$ cat src/source/hinfPkg.sv
// shared Q.35 fixed-point types, frame constants and product rescaling for the canceller
package hinfPkg;

  //////////////////////////////////////////////////
  // number format
  //////////////////////////////////////////////////
  localparam int fracBits = 35; // Q.35

  typedef logic signed [63:0]  sampleT;  // samples, weights, gains
  typedef logic signed [127:0] productT; // raw product of two samples

  localparam sampleT fixOne = sampleT'(64'sd1 <<< fracBits);

  //////////////////////////////////////////////////
  // frame layout
  //////////////////////////////////////////////////
  localparam int numEeg   = 5; // eeg channels first
  localparam int numRef   = 3; // eog1-eog3, eog3-eog2, one
  localparam int frameLen = 8; // words per frame

  // sign bit plus bits 98:35, kept to 64 bits, so the sign bit falls off the top
  function automatic sampleT rescale(input productT p);
    logic [64:0] wide;
    wide = {p[127], p[fracBits+63:fracBits]};
    return sampleT'(wide[63:0]);
  endfunction

endpackage

$ cat src/source/frameReader.sv
// pulls one eight-word frame from the receive FIFO and presents it as channel registers
`timescale 1ns/100ps

module frameReader import hinfPkg::*; (
  input  logic   clk,
  input  logic   rst_n,
  input  logic   rxEmpty,
  input  sampleT din,
  output logic   rd,
  input  logic   estReady,
  output logic   frameVld,
  output sampleT eegIn [numEeg],
  output sampleT eogIn [numRef]
);

  logic [3:0] rdCnt;  // reads issued this frame
  logic [3:0] rxCnt;  // words landed this frame
  logic       rdPend; // popped word is on din now
  sampleT     words [frameLen];

  // a new frame starts only when the estimator can take it
  assign rd = !rxEmpty && (rdCnt < 4'(frameLen)) && ((rdCnt != 4'd0) || estReady);

  always_ff @(posedge clk or negedge rst_n) begin
    if (!rst_n) begin
      rdCnt    <= '0;
      rxCnt    <= '0;
      rdPend   <= 1'b0;
      frameVld <= 1'b0;
    end else begin
      rdPend   <= rd;
      frameVld <= rdPend && (rxCnt == 4'(frameLen - 1)); // eighth word landing
      if (frameVld) begin
        rdCnt <= '0;
        rxCnt <= '0;
      end else begin
        if (rd)
          rdCnt <= rdCnt + 4'd1;
        if (rdPend)
          rxCnt <= rxCnt + 4'd1;
      end
    end
  end

  always_ff @(posedge clk) begin
    if (rdPend)
      words[rxCnt[2:0]] <= din; // arrival order = channel order
  end

  always_comb begin
    for (int j = 0; j < numEeg; j++)
      eegIn[j] = words[j];
    for (int k = 0; k < numRef; k++)
      eogIn[k] = words[numEeg + k];
  end

endmodule

$ cat config.mk
export PLATFORM = sky130hd
export DESIGN_NAME = frameReader
export DESIGN_NICKNAME = d
export VERILOG_FILES = /design/src/source/hinfPkg.sv /design/src/source/frameReader.sv
export SDC_FILE = /design/constraint.sdc
export NUM_CORES = 1
export LEC_CHECK = 0
export BUFFER_PORTS_ARGS = -buffer_cell sky130_fd_sc_hd__buf_4
export CORE_AREA = 5 5 222 224
export CTS_CLUSTER_SIZE = 30
export DETAILED_ROUTE_END_ITERATION = 8
export DIE_AREA = 0 0 227 229
export MAX_ROUTING_LAYER = met4
export PLACE_DENSITY_LB_ADDON = 0.3
export SETUP_SLACK_MARGIN = 0.4
export SKIP_LAST_GASP = 1
export SYNTH_ARGS = -nofsm -noshare
export SYNTH_HDL_FRONTEND = slang
export SYNTH_SLANG_ARGS = --single-unit
$ cat constraint.sdc
create_clock -name clk -period 6.7 [get_ports clk]
set_input_delay 0.335 -clock clk [delete_from_list [all_inputs] [get_ports clk]]
set_output_delay 0.335 -clock clk [all_outputs]
set_load 0.03 [all_outputs]
==> qor.csv <==
stage,metric,value,unit
setup_path,cells on worst reg2reg path,3,
clock_tree,worst skew pair latency,570,ps
floorplanning,Starting Density,0.337,
floorplanning,io pins,582,
power,leakage,8.74,nW
routing,DR iter-0 viols,571,
final_layout,filler instances,3799,
final_layout,Multi-input gate area,317,um2
timing,RSZ-0062 raised after global routing,false,
yosys,"Top FF cell, synth",edfxtp_1,
timing,actual slew at the worst max-slew pin,1110,ps
final_layout,FF+latch area,15600,um2
routing,final routed DRC violation total,0,
yosys,Cell variety after synth,23,
global_routing,largest net degree at the start of global routing,65,
global_routing,GRT met2 Usage,0.276,
global_routing,GRT Total Usage,0.163,
floorplanning,row count,80,
final_layout,Total Nets Final,1348,
global_routing,vias in the first global route,8485,
power,worst vdd ir,239,uV
global_routing,GR Util met1,0.187,
floorplanning,area of the core,47100,um2
timing,Total Neg Setup Slack,0,ps
setup_path,Reg2Reg Setup Slack,4020,ps
yosys,#FFs+latches synth,522,
min_path,worst hold start,rxEmpty,
clock_tree,H-Tree Level Count,2,
yosys,Post-Syn Area,15900,um2
yosys,number of flops mapped to enable cells by yosys,512,
yosys,register area share after synthesis,0.983,
yosys,ys async rst share,0.0192,
routing,final WL,43600,um
setup_path,Critical Path AT,2870,ps
yosys,"area leader, netlist",edfxtp_1,
timing,WHS,131,ps
setup_path,crit path capture type,register,
flow_run,max_cap viols,0,
yosys,Synth Net Count,638,
placement,IO Port Bufs,581,
floorplanning,total die area,52000,um2
clock_tree,CTS tree,built,
timing,Setup Skew,9.23,ps
yosys,largest cells by area after synthesis,"edfxtp_1 97%, dfrtp_1 1.6%, nor2_1 0.31%",
timing,max-slew violation count,0,
clock_tree,Root Driver,clkbuf_16,
yosys,"Avg Cell Area, Syn",28.0,um2
routing,router iterations before antenna repair,5,
placement,area of placed instances,21200,um2
final_layout,layout cells sized above 1,0.515,
placement,post-DP HPWL,29600,um
power,pwr/cell area,322,nW/um2
global_routing,Top Usage Layer GRT,met2,
clock_tree,Clock Path Buffers,3,
min_path,Hold Crit Depth,4,
placement,routability congestion estimate,0.766,
clock_tree,Num CTS Buffers,52,
setup_path,CP Class,register to register,
yosys,Cells after Synth,567,
clock_tree,CTS Sinks,522,
final_layout,Layout Utilization,0.496,
routing,via density per instance,4.39,
routing,DR WL/cell,22.6,um
timing,Rel. slew slack,0.257,
timing,final setup violation count,0,
timing,fmax,374,MHz
timing,final critical-path required period,2680,ps
global_routing,Overflow after GRT,0,
global_routing,initial antenna violation count,1,
setup_path,worst endpoint required time,6890,ps
routing,Antenna Nets Post-Route,0,
final_layout,fin area,23400,um2
global_routing,first-pass GRT wire length,60400,um
clock_tree,clk slew on worst S/H paths,60,ps
setup_path,RR Startpoint,rdPend,
min_path,Hold Crit Class,primary input to register,
setup_path,startpoint types,register,
timing,Fin. Hold Viols,0,
floorplanning,die height,229,um
setup_path,FF-to-FF End,words[4][50],
floorplanning,Die Wd,227,um
min_path,Worst Hold End,rdCnt[2],
routing,DR vias,8469,
setup_path,CP max FO,36,
status,outcome,finished clean,
yosys,yosys warns,0,
global_routing,GR Util met3,0.0464,
yosys,post-synth top area share,0.967,
final_layout,Layout area overhead,47.0,%
timing,Final Cycle Share,0.399,
-- timing repair --
| action | in CTS | in global routing |
|---|---|---|
| endpoints found under the hold margin | 520 | 0 |
| buffers inserted | 0 | 0 |
| hold buffers | 65 | 0 |
| resized for setup | 0 | 0 |
-- power breakdown --
group	total (mW)	internal, mW	switching [mW]
logic	0.949	0.293	0.656
clock network	2.65	1.48	1.16
registers	3.92	3.84	0.0804
total	7.52	5.62	1.90
-- Yosys cell counts (2+ instances only) --
cell,n
a21oi_1,2
nor3_1,2
nand2_1,2
ha_1,3
inv_1,3
edfxtp_1,512
mux2i_1,2
nand2b_1,5
dfrtp_1,10
nor2_1,13
-- sequential cells by signal, indices dropped and copies added (netlist names) --
| signal | cells |
|---|---|
| words | 512 |
| rdCnt | 4 |
| rxCnt | 4 |
| frameVld | 1 |
| rdPend | 1 |
-- placed cells by master (no fill, tap or decap), types with 3 or more instances in the layout --
cell type | Yosys | routed
buf_4 | 0 | 592
edfxtp_1 | 512 | 512
dlygate4sd3_1 | 0 | 65
clkbuf_16 | 0 | 53
clkinv_2 | 0 | 13
clkinv_1 | 0 | 11
dfrtp_1 | 10 | 10
nor2_1 | 13 | 7
clkbuf_1 | 1 | 7
nor2_4 | 0 | 6
nand2b_1 | 5 | 5
clkinvlp_4 | 0 | 4
inv_1 | 3 | 3
ha_1 | 3 | 3
-- how the worst max path moves through the flow --
stage | start | endpoint | slack, ps
3_5_place_dp | rdPend | words[4][26] | 3910
6_report | rdPend | words[4][50] | 4020
4_1_cts | rdPend | words[4][19] | 3930
2_1_floorplan | rdPend | words[0][0] | 1090
5_1_grt | rdPend | words[4][19] | 3830
3_3_place_gp | rdPend | words[1][48] | 4030
-- stage by stage --
step	power (mW)	std cells	setup WS [ps]
after floorplan	4.48	567	1090
after global placement	4.91	1773	4030
after detailed placement	4.93	1773	3910
after CTS	7.62	1930	3930
after global routing	7.81	1931	3830
final	7.52	1931	4020
-- cell families (layout without fill, tap and decap cells) --
| group | Yosys count | after routing | share of synthesized area |
|---|---|---|---|
| mux | 3 | 3 | 0.00197 |
| simple gates | 27 | 27 | 0.00842 |
| fa+ha+maj | 3 | 3 | 0.00236 |
| compound gates | 6 | 6 | 0.00260 |
| xor+xnor | 2 | 2 | 0.00110 |
| other cells | 0 | 1 | 0 |
| flops | 522 | 522 | 0.983 |
| buf+inv | 4 | 752 | 0.000944 |
-- layer usage --
layer | up-vias | routed length (um)
met2 | 413 | 22400
met3 | 77 | 3960
met5 | - | 0
met1 | 4265 | 15900
li1 | 3714 | -
met4 | 0 | 1330
-- critical path, stage by stage, from the launching register on --
cell and delay [ps]:
dfrtp_1 430, or2b_1 370, nor2_4 820, buf_4 610
-- cell type report --
type	count	share of cell area
tap	615	0.0329
antenna	1	0.000107
sequential	522	0.669
timing repair buffer	657	0.218
inverter	3	0.000482
multi-input combinational	41	0.0135
clock buffer	60	0.0579
clock inverter	32	0.00835
No activity file was read; power rests on OpenSTA's default activity.
