==> src/source/hinfPkg.sv <==
// shared Q.35 fixed-point types, frame constants and product rescaling for the canceller
package hinfPkg;

  //////////////////////////////////////////////////
  // number format
  //////////////////////////////////////////////////
  localparam int fracBits = 35; // Q.35

  typedef logic signed [63:0]  sampleT;  // samples, weights, gains
  typedef logic signed [127:0] productT; // raw product of two samples

  localparam sampleT fixOne = sampleT'(64'sd1 <<< fracBits);

  //////////////////////////////////////////////////
  // frame layout
  //////////////////////////////////////////////////
  localparam int numEeg   = 5; // eeg channels first
  localparam int numRef   = 3; // eog1-eog3, eog3-eog2, one
  localparam int frameLen = 8; // words per frame

  // sign bit plus bits 98:35, kept to 64 bits, so the sign bit falls off the top
  function automatic sampleT rescale(input productT p);
    logic [64:0] wide;
    wide = {p[127], p[fracBits+63:fracBits]};
    return sampleT'(wide[63:0]);
  endfunction

endpackage

==> src/source/frameWriter.sv <==
// latches the eight output words and streams them into the transmit FIFO under back-pressure
`timescale 1ns/100ps

module frameWriter import hinfPkg::*; (
  input  logic   clk,
  input  logic   rst_n,
  input  logic   estVld,
  input  sampleT cleanOut [numEeg],
  input  sampleT eogOut [numRef],
  input  logic   txFull,
  output logic   wr,
  output sampleT dout,
  output logic   done,
  output logic   writerBusy
);

  sampleT     outBuf [frameLen];
  logic [2:0] idx;  // next word to send
  logic       busy;

  assign writerBusy = busy;
  assign wr         = busy && !txFull;   // stall while full
  assign dout       = outBuf[idx];
  assign done       = wr && (idx == 3'(frameLen - 1));

  always_ff @(posedge clk or negedge rst_n) begin
    if (!rst_n) begin
      busy <= 1'b0;
      idx  <= '0;
    end else if (estVld) begin
      busy <= 1'b1;
      idx  <= '0;
    end else if (wr) begin
      idx <= idx + 3'd1;
      if (idx == 3'(frameLen - 1))
        busy <= 1'b0;
    end
  end

  always_ff @(posedge clk) begin
    if (estVld) begin
      for (int j = 0; j < numEeg; j++)
        outBuf[j] <= cleanOut[j];          // cleaned eeg first
      for (int k = 0; k < numRef; k++)
        outBuf[numEeg + k] <= eogOut[k];   // then eog1..eog3
    end
  end

endmodule

==> config.mk <==
export PLATFORM = sky130hd
export DESIGN_NAME = frameWriter
export DESIGN_NICKNAME = d
export VERILOG_FILES = /design/src/source/hinfPkg.sv /design/src/source/frameWriter.sv
export SDC_FILE = /design/constraint.sdc
export NUM_CORES = 1
export LEC_CHECK = 0
export ABC_AREA = 1
export ABC_CLOCK_PERIOD_IN_PS = 4200
export BUFFER_PORTS_ARGS = -buffer_cell sky130_fd_sc_hd__buf_4
export CORE_ASPECT_RATIO = 2
export CORE_MARGIN = 2
export CORE_UTILIZATION = 45
export CTS_CLUSTER_SIZE = 12
export DETAILED_ROUTE_END_ITERATION = 10
export PLACE_DENSITY = 0.7
export SYNTH_ARGS = -nofsm -noshare
export SYNTH_HDL_FRONTEND = slang
export SYNTH_SLANG_ARGS = --single-unit
==> constraint.sdc <==
create_clock -name clk -period 4.2 [get_ports clk]
set_input_delay 0.84 -clock clk [delete_from_list [all_inputs] [get_ports clk]]
set_output_delay 0.84 -clock clk [all_outputs]
set_load 0.01 [all_outputs]
==> flow_summary.toml, run 1 <==
[global_routing]
antenna_found_initial = 13
grtUsageTotal = 0.248
grt_pass1_vias = 17317
grt_pass1_wl_microns = 96900
grt_max_degree = 127
overflow = 0

[timing]
finalHoldViolCount = 0
slew_headroom = 0.327
post-route-period-util = 0.854
fmax_ghz = 0.279
finalSetupTns_ps = 0
tightest_slew_ps = 1010
maxSlewViolCount = 0
fin_worst_skew_ps = 15.2
grt_setup_unrepaired = "no"
min_period_ps = 3590
setup_viol = 0

[setup_path]
critical_path_class = "reg -> out"
path_cells = "inv_8, buf_4, nand2_1, nand3_1, nand2_1, nand2_1, nand2_1, buf_4"
cp-startpoint = "idx[0]"
cpMostUsedCell = "nand2_1"
critPathSlowestCell = "dfrtp_4"
required_ps = 3360
crit_path_end_kind = "output port"
r2r_slack_ps = 2080
cpPeakStageDelay_ps = 560
r2r_start = "idx[1]"
worstReg2RegEnd = "idx[1]"
path_max_fanout = 94
cp.arrival_ps = 2750
crit_end = "dout[24]"
cp-start-kind = "flip-flop"
reg2regPathDepth = 4

[power]
p_sw_uw = 2970
power_leakage_uw = 0.0142
sequentialPowerShare = 0.510
p_int_uw = 9240
switching_share = 0.244
p_per_area_nw_per_um2 = 423
finalPower_uw = 12200
p_comb_frac = 0.146
clkPwrFrac = 0.344
peakVddDrop_mv = 0.327

[routing]
dr.pass1.iters = 5
via_per_inst = 4.80
drcViolationCount = 0
wire_per_inst_microns = 18.8
wirelength_microns = 65400
ant_nets = 0
vias = 16722
first_iter_violations = 1327

[synthesis]
syn-num-nets = 2752
netlist.area_leader.share = 0.682
synth_top_cell_by_area = "edfxtp_1"
syn_area_sq_um = 22600
synthCells = 2234
syn_area_per_cell_sq_um = 10.1
ys_seq_area_frac = 0.686
async_flop_share = 0.00775
ys_warn_count = 0
synthMostInstantiatedCell = "nand2_1"
ys_types = 14
ys_top_cells_by_area = "edfxtp_1 68%, nand2_1 14%, inv_1 8.6%"
synth-edff-count = 512
synth-seq-cells = 516
synth-main-ff-cell = "edfxtp_1"
synthTopCellsByCount = "833 x nand2_1, 518 x inv_1, 512 x edfxtp_1"

[floorplan]
ioPinCount = 583
core_sq_um = 49800
die_w_microns = 162
die_h_microns = 321
initial_utilization = 0.453
die-area_sq_um = 52000
rows = 116

[clock_network]
cts_tree = "built"
ctsResizeCount = 0
clock_path_buffers = 3
htree_levels = 2
clock-sinks = 516
ctsHoldBuffers = 0
root_buffer = "clkbuf_16"
cts_buffers = 50
cts_post_setup_buffers_inserted = 0
insertion_delay_ps = 570
clkTransAtPathRegs_ps = 60

[placed_design]
dpl_cell_area_sq_um = 27400
gp_congestion = 0.927
port_buffers = 582
dp_hpwl_microns = 46800
dp_cells = 3394

[run_status]
outcome = "finished, final reports clean"

[finish]
ff_latch_area_sq_um = 15500
fin_area_sq_um = 28900
fin_nets = 3315
multi_input_area_sq_um = 4480
fin_cells = 3487
area_delta_synth_final_pct = 28.2
nFillCells = 4178
drive_above_1_share = 0.237

[job]
drv_cap = 0

[min_path]
hp-class = "in -> async"
## cell usage in the layout, fill, tap and decap left out, drive strengths merged
| master | synthesis | layout |
|---|---|---|
| o21ai | 4 | 4 |
| buf | 90 | 610 |
| clkbuf | 9 | 77 |
| clkinv | 0 | 5 |
| nand2 | 833 | 833 |
| dfrtp | 4 | 4 |
| nand3 | 259 | 259 |
| nor2 | 2 | 2 |
| clkinvlp | 0 | 1 |
| edfxtp | 512 | 512 |
| bufinv | 0 | 1 |
| inv | 519 | 518 |
| diode | 0 | 10 |
| ha | 2 | 2 |
## critical path: cells and delay by family (launching register included)
family                 cells  cell delay [ps]
and+or+nand+nor            5              450
buffers and inverters      3             1090
DFF                        1              560
## registers in the layout (all words and copies together) (netlist names)
register	flops
idx	3
outBuf	512
writerBusy	1
## routing by layer
| metal | share of wire | track usage | vias to the layer above |
|---|---|---|---|
| met5 | 0.00046 | 0 | - |
| met4 | 0.053 | 0.137 | 4 |
| met3 | 0.074 | 0.0553 | 168 |
| met2 | 0.53 | 0.448 | 721 |
| met1 | 0.34 | 0.264 | 7781 |
| li1 | - | - | 8048 |
## stage by stage
step | hold slack (ps) | worst slack (ps) | utilization
after floorplan | 544 | 1930 | -
after global placement | 581 | 1260 | 0.551
after detailed placement | 568 | 1250 | 0.551
after CTS | 32.4 | 586 | 0.580
after global routing | 47.5 | 473 | 0.581
final | 68.2 | 614 | 0.581
## cells by family (layout without fill, tap and decap cells)
kind of cell	after synthesis	count (layout)	share of synthesized area
other	0	10	0
buffers and inverters	618	1212	0.115
adder cells (fa/ha/maj)	2	2	0.00111
flip-flops	516	516	0.686
AND/OR/NAND/NOR	1094	1094	0.196
AO/OA/AOI/OAI	4	4	0.000888
## layout make-up
cell class / instances / share of cell area
clock buffer: 77 / 0.0490
tap: 649 / 0.0281
sequential: 516 / 0.536
timing repair buffer: 610 / 0.162
inverter: 519 / 0.0678
antenna: 10 / 0.000866
multi-input combinational: 1100 / 0.155
clock inverter: 6 / 0.00182
## worst min path at each step
stage | startpoint | to | depth (start not counted)
global placement | writerBusy | writerBusy | 2
floorplan | rst_n | idx[0] | 0
finish | rst_n | idx[1] | 1
global route | rst_n | idx[1] | 1
detailed placement | writerBusy | writerBusy | 2
CTS | rst_n | idx[1] | 1
## power groups by stage
stage	logic (uW)	clock network, uW	registers (uW)
2_1_floorplan	852	0	6300
3_3_place_gp	1760	0	6330
3_5_place_dp	1790	0	6340
4_1_cts	1800	4280	6230
5_1_grt	1980	4460	6270
6_report	1780	4200	6230
Note: power is estimated with default switching activity, not from simulation.
==> run 2: changes to the inputs <==
--- a/config.mk
+++ b/config.mk
@@ -7,13 +7,12 @@
 export LEC_CHECK = 0
 export ABC_AREA = 1
 export ABC_CLOCK_PERIOD_IN_PS = 4200
-export BUFFER_PORTS_ARGS = -buffer_cell sky130_fd_sc_hd__buf_4
 export CORE_ASPECT_RATIO = 2
 export CORE_MARGIN = 2
 export CORE_UTILIZATION = 45
 export CTS_CLUSTER_SIZE = 12
 export DETAILED_ROUTE_END_ITERATION = 10
-export PLACE_DENSITY = 0.7
+export DONT_BUFFER_PORTS = 1
 export SYNTH_ARGS = -nofsm -noshare
 export SYNTH_HDL_FRONTEND = slang
 export SYNTH_SLANG_ARGS = --single-unit
==> run 2 against run 1 <==
Critical path type unchanged. Setup slack got worse by 51 ps. Sequential power about the same. The run now ends with slew limit left. Critical endpoint is now dout[37]. Largest power group unchanged. Maximum frequency decreased by 1.4%.
==> flow_summary.toml, run 2 (synthesis gave the netlist of run 1 again) <==
[timing]
fmax_ghz = 0.275
fin_worst_skew_ps = 0.581
maxSlewViolCount = 88
finalHoldViolCount = 0
slew_headroom = -0.0529
finalSetupTns_ps = 0
min_period_ps = 3640
tightest_slew_ps = 1580
setup_viol = 0
post-route-period-util = 0.866
grt_setup_unrepaired = "no"

[run_status]
violations = "slew limit"
outcome = "complete, but fails checks"

[routing]
drcViolationCount = 0
first_iter_violations = 1213
wirelength_microns = 58500
via_per_inst = 4.92
dr.pass1.iters = 5
wire_per_inst_microns = 20.2
vias = 14228
ant_nets = 0

[floorplan]
rows = 116
ioPinCount = 583
die_h_microns = 321
core_sq_um = 49800
die_w_microns = 162
die-area_sq_um = 52000
initial_utilization = 0.453

[finish]
layout_common_cells = "833 x nand2_1, 516 x inv_1, 512 x edfxtp_1"
regMostFlops = "outBuf"
nFillCells = 4442
fin_util = 0.489
largest_reg_flops = 512
final_common_cell = "nand2_1"
drive_above_1_share = 0.0347
area_delta_synth_final_pct = 8.06
fin_nets = 2720

[global_routing]
overflow = 0
grt_max_degree = 514
antenna_found_initial = 36
grt_pass1_vias = 13814
grt_use_met1 = 0.215
met3_usage = 0.0736
grt_pass1_wl_microns = 83800
met2_usage = 0.397
grt-busiest-layer = "met2"
grtUsageTotal = 0.217

[clock_network]
cts_buffers = 50
ctsResizeCount = 0
cts_tree = "built"
root_buffer = "clkbuf_16"
insertion_delay_ps = 570
clock-sinks = 516
clkTransAtPathRegs_ps = 60
clock_path_buffers = 3
htree_levels = 2

[min_path]
hp-class = "in -> reg"

[placed_design]
dp_hpwl_microns = 39200
gp_congestion = 0.883
port_buffers = 0

[job]
drv_cap = 0

[setup_path]
cp.arrival_ps = 2800
r2r_slack_ps = 1980
critical_path_class = "reg -> out"
cp-start-kind = "flip-flop"
required_ps = 3360
path_max_fanout = 29
crit_path_end_kind = "output port"

[power]
peakVddDrop_mv = 0.368
p_per_area_nw_per_um2 = 465
power_leakage_uw = 0.0113
-- run 2: changes by cell type in the layout (fill, tap and decap cells not counted), sizes merged --
cell and change:
dlygate4sd3 +1, inv +1, bufinv -1, diode +16
clkinv -1, clkbuf -13, buf -596
-- run 2: final timing paths --
| path | from | end | cells after the start |
|---|---|---|---|
| max reg2reg | idx[2] | writerBusy | 5 |
| min in group asynchronous | rst_n | writerBusy | 1 |
| max in group asynchronous | rst_n | idx[2] | 1 |
| min reg2reg | writerBusy | writerBusy | 2 |
| min | cleanOut[228] | outBuf[1][36] | 0 |
| max | idx[2] | dout[37] | 4 |
-- run 2: layer usage --
layer / vias up / part of all wire
li1: 6859 / -
met1: 6561 / 0.34
met2: 633 / 0.52
met3: 153 / 0.088
met4: 22 / 0.046
met5: - / 0.0026
-- run 2: layout make-up --
class                           count  area, sq um  share of cell area
Sequential cell                   516        15500               0.636
Inverter                          519         1960              0.0804
Tap cell                          649          812              0.0333
Multi-Input combinational cell   1100         4480               0.184
Antenna cell                       26         65.1             0.00267
Clock inverter                      5         33.8             0.00139
Timing Repair Buffer               15          190             0.00780
Clock buffer                       64         1350              0.0552
-- run 2: worst max-delay path, stage by stage (launching register included) --
cell	delay, ps
dfrtp_4	730
clkinv_2	620
buf_4	460
nand2_1	220
nand2_1	150
-- run 2: report_power, final --
part / switching [uW] / total (uW) / internal (uW)
sequential: 109 / 6230 / 6120
clock: 1810 / 4030 / 2220
combinational: 750 / 1070 / 315
-- run 2: timing repair --
action,CTS,global route
hold buffers,1,0
hold endpoints to repair,4,0
setup buffers,0,0
-- run 2: metrics by stage --
| stage | setup slack (ps) | cell area (sq um) | total power [uW] | hold slack [ps] | instances |
|---|---|---|---|---|---|
| after global routing | 477 | 24400 | 11700 | 325 | 2891 |
| after detailed placement | 1140 | 22900 | 7410 | 545 | 2798 |
| final | 563 | 24400 | 11300 | 352 | 2894 |
| after CTS | 488 | 24300 | 11400 | 315 | 2868 |
| after floorplan | 1930 | 22600 | 7150 | 544 | 2234 |
| after global placement | 1130 | 22900 | 7380 | 545 | 2798 |
==> run 3: changes to the inputs <==
--- a/config.mk
+++ b/config.mk
@@ -6,13 +6,14 @@
 export NUM_CORES = 1
 export LEC_CHECK = 0
 export ABC_AREA = 1
-export ABC_CLOCK_PERIOD_IN_PS = 4200
+export ABC_CLOCK_PERIOD_IN_PS = 3800
 export CORE_ASPECT_RATIO = 2
 export CORE_MARGIN = 2
 export CORE_UTILIZATION = 45
 export CTS_CLUSTER_SIZE = 12
 export DETAILED_ROUTE_END_ITERATION = 10
 export DONT_BUFFER_PORTS = 1
+export PLACE_DENSITY = 0.61
 export SYNTH_ARGS = -nofsm -noshare
 export SYNTH_HDL_FRONTEND = slang
 export SYNTH_SLANG_ARGS = --single-unit
==> constraint.sdc (replaced) <==
create_clock -name clk -period 3.8 [get_ports clk]
set_input_delay 0.76 -clock clk [delete_from_list [all_inputs] [get_ports clk]]
set_output_delay 0.76 -clock clk [all_outputs]
set_load 0.01 [all_outputs]
==> run 3 against run 2 <==
The flow still finishes with violations (slew limit). Critical path depth grew 2. Total power increased by 13%. Largest cell class unchanged. Final cell count grew 0.69%. Combinational power rose by 10%. Highest routed layer unchanged. Clock-buffer cell count up 14. Setup slack worse by 520 ps. Non-clock buffer count decreased by 2. Worst hold slack got worse by 91 ps. Die area is the same. Clock power is 17% higher. Critical path type unchanged. Wire length grew 2.9%. Via count grew 1.1%.
==> flow_summary.toml, run 3 (synthesis gave the netlist of run 1 again) <==
[routing]
vias = 14385
first_iter_violations = 1542
dr.pass1.iters = 5
wire_per_inst_microns = 20.7
ant_nets = 0
drcViolationCount = 0
via_per_inst = 4.94
wirelength_microns = 60200

[global_routing]
grt_pass1_wl_microns = 86300
overflow = 0
grt_pass1_vias = 14312
grtUsageTotal = 0.223
antenna_found_initial = 44
grt_max_degree = 514

[clock_network]
clkTransAtPathRegs_ps = 60
htree_levels = 2
cts_buffers = 51
root_buffer = "clkbuf_16"
clock-sinks = 516
clock_path_buffers = 3
ctsResizeCount = 0
insertion_delay_ps = 580
cts_tree = "built"
cts_post_setup_buffers_inserted = 0

[timing]
grt_setup_unrepaired = "no"
tightest_slew_ps = 3190
fmax_ghz = 0.266
fin_worst_skew_ps = 4.65
post-route-period-util = 0.988
finalHoldViolCount = 0
maxSlewViolCount = 460
min_period_ps = 3760
slew_headroom = -1.12
setup_viol = 0
hold_ws_ps = 261
finalSetupTns_ps = 0

[run_status]
outcome = "complete, but fails checks"
violations = "slew limit"

[finish]
layout_common_cells = "833 x nand2_1, 516 x inv_1, 512 x edfxtp_1"
fin_util = 0.492
fin_nets = 2719
multi_input_area_sq_um = 4480
regMostFlops = "outBuf"
ff_latch_area_sq_um = 15500
nFillCells = 4561
final_common_cell = "nand2_1"
largest_reg_flops = 512
drive_above_1_share = 0.0345
area_delta_synth_final_pct = 8.56

[setup_path]
path_max_fanout = 257
cp.arrival_ps = 3000
required_ps = 3040
r2r_slack_ps = 1450
crit_path_end_kind = "output port"
critical_path_class = "reg -> out"
cp-start-kind = "flip-flop"

[power]
power_leakage_uw = 0.0113
p_per_area_nw_per_um2 = 523
peakVddDrop_mv = 0.419

[floorplan]
die_h_microns = 321
initial_utilization = 0.453
die_w_microns = 162
die-area_sq_um = 52000
ioPinCount = 583
core_sq_um = 49800
rows = 116

[placed_design]
dp_hpwl_microns = 40600
port_buffers = 0
gp_congestion = 0.918

[min_path]
hp-class = "in -> reg"

[job]
drv_cap = 0
run 3: cell count changes in the layout (fill, tap and decap cells not counted):
cell / delta
clkinv_1: +1
inv_6: +1
clkinv_8: +1
clkbuf_16: +1
bufinv_16: +1
buf_4: -2
clkbuf_8: -1
clkinvlp_4: -1
diode_2: +5
clkbuf_1: +14
run 3: worst paths after layout:
kind	endpoint	depth (start not counted)	from
setup / recovery	dout[4]	6	idx[0]
hold / removal	outBuf[5][59]	0	eogOut[187]
setup reg to reg	writerBusy	6	idx[1]
hold reg to reg	writerBusy	2	writerBusy
max in group asynchronous	idx[0]	1	rst_n
min in group asynchronous	idx[2]	1	rst_n
run 3: final cells by class:
| class | instances | share of cell area |
|---|---|---|
| sequential | 516 | 0.633 |
| multi-input combinational | 1100 | 0.183 |
| antenna | 31 | 0.00317 |
| inverter | 519 | 0.0800 |
| clock inverter | 8 | 0.00348 |
| clock buffer | 78 | 0.0576 |
| timing repair buffer | 13 | 0.00716 |
| tap | 649 | 0.0332 |
run 3: metal layers:
metal  vias to the layer above  routed length [microns]  track usage
met2                       669                    31400        0.404
li1                       6882                        -            -
met4                        22                     3050        0.123
met5                         -                      149            0
met3                       164                     5110       0.0709
met1                      6648                    20500        0.225
run 3: power by group:
group	total [uW]	internal, uW	switching, uW	leakage (uW)
registers	6910	6780	132	0.00505
logic	1180	348	829	0.00555
clock network	4720	2610	2110	0.000719
run 3: metrics by stage:
stage	worst slack [ps]	power [uW]	cell area, sq um	instances
floorplan	1690	7900	22600	2234
global placement	698	8170	22900	2796
detailed placement	687	8200	22900	2796
CTS	44.1	12900	24400	2883
global route	44.7	13200	24500	2912
finish	43.7	12800	24500	2914
run 3: timing repair:
| action | 4_1_cts | 5_1_grt |
|---|---|---|
| hold buffers | 1 | 0 |
| endpoints found under the setup margin | 0 | 0 |
| hold endpoints to repair | 4 | 0 |
run 3: worst max-delay path: stages, from the launching register on:
cell,delay (ps)
dfrtp_4,460
buf_12,590
nand2_1,140
nand3_1,270
nand2_1,130
nand2_1,110
nand2_1,130
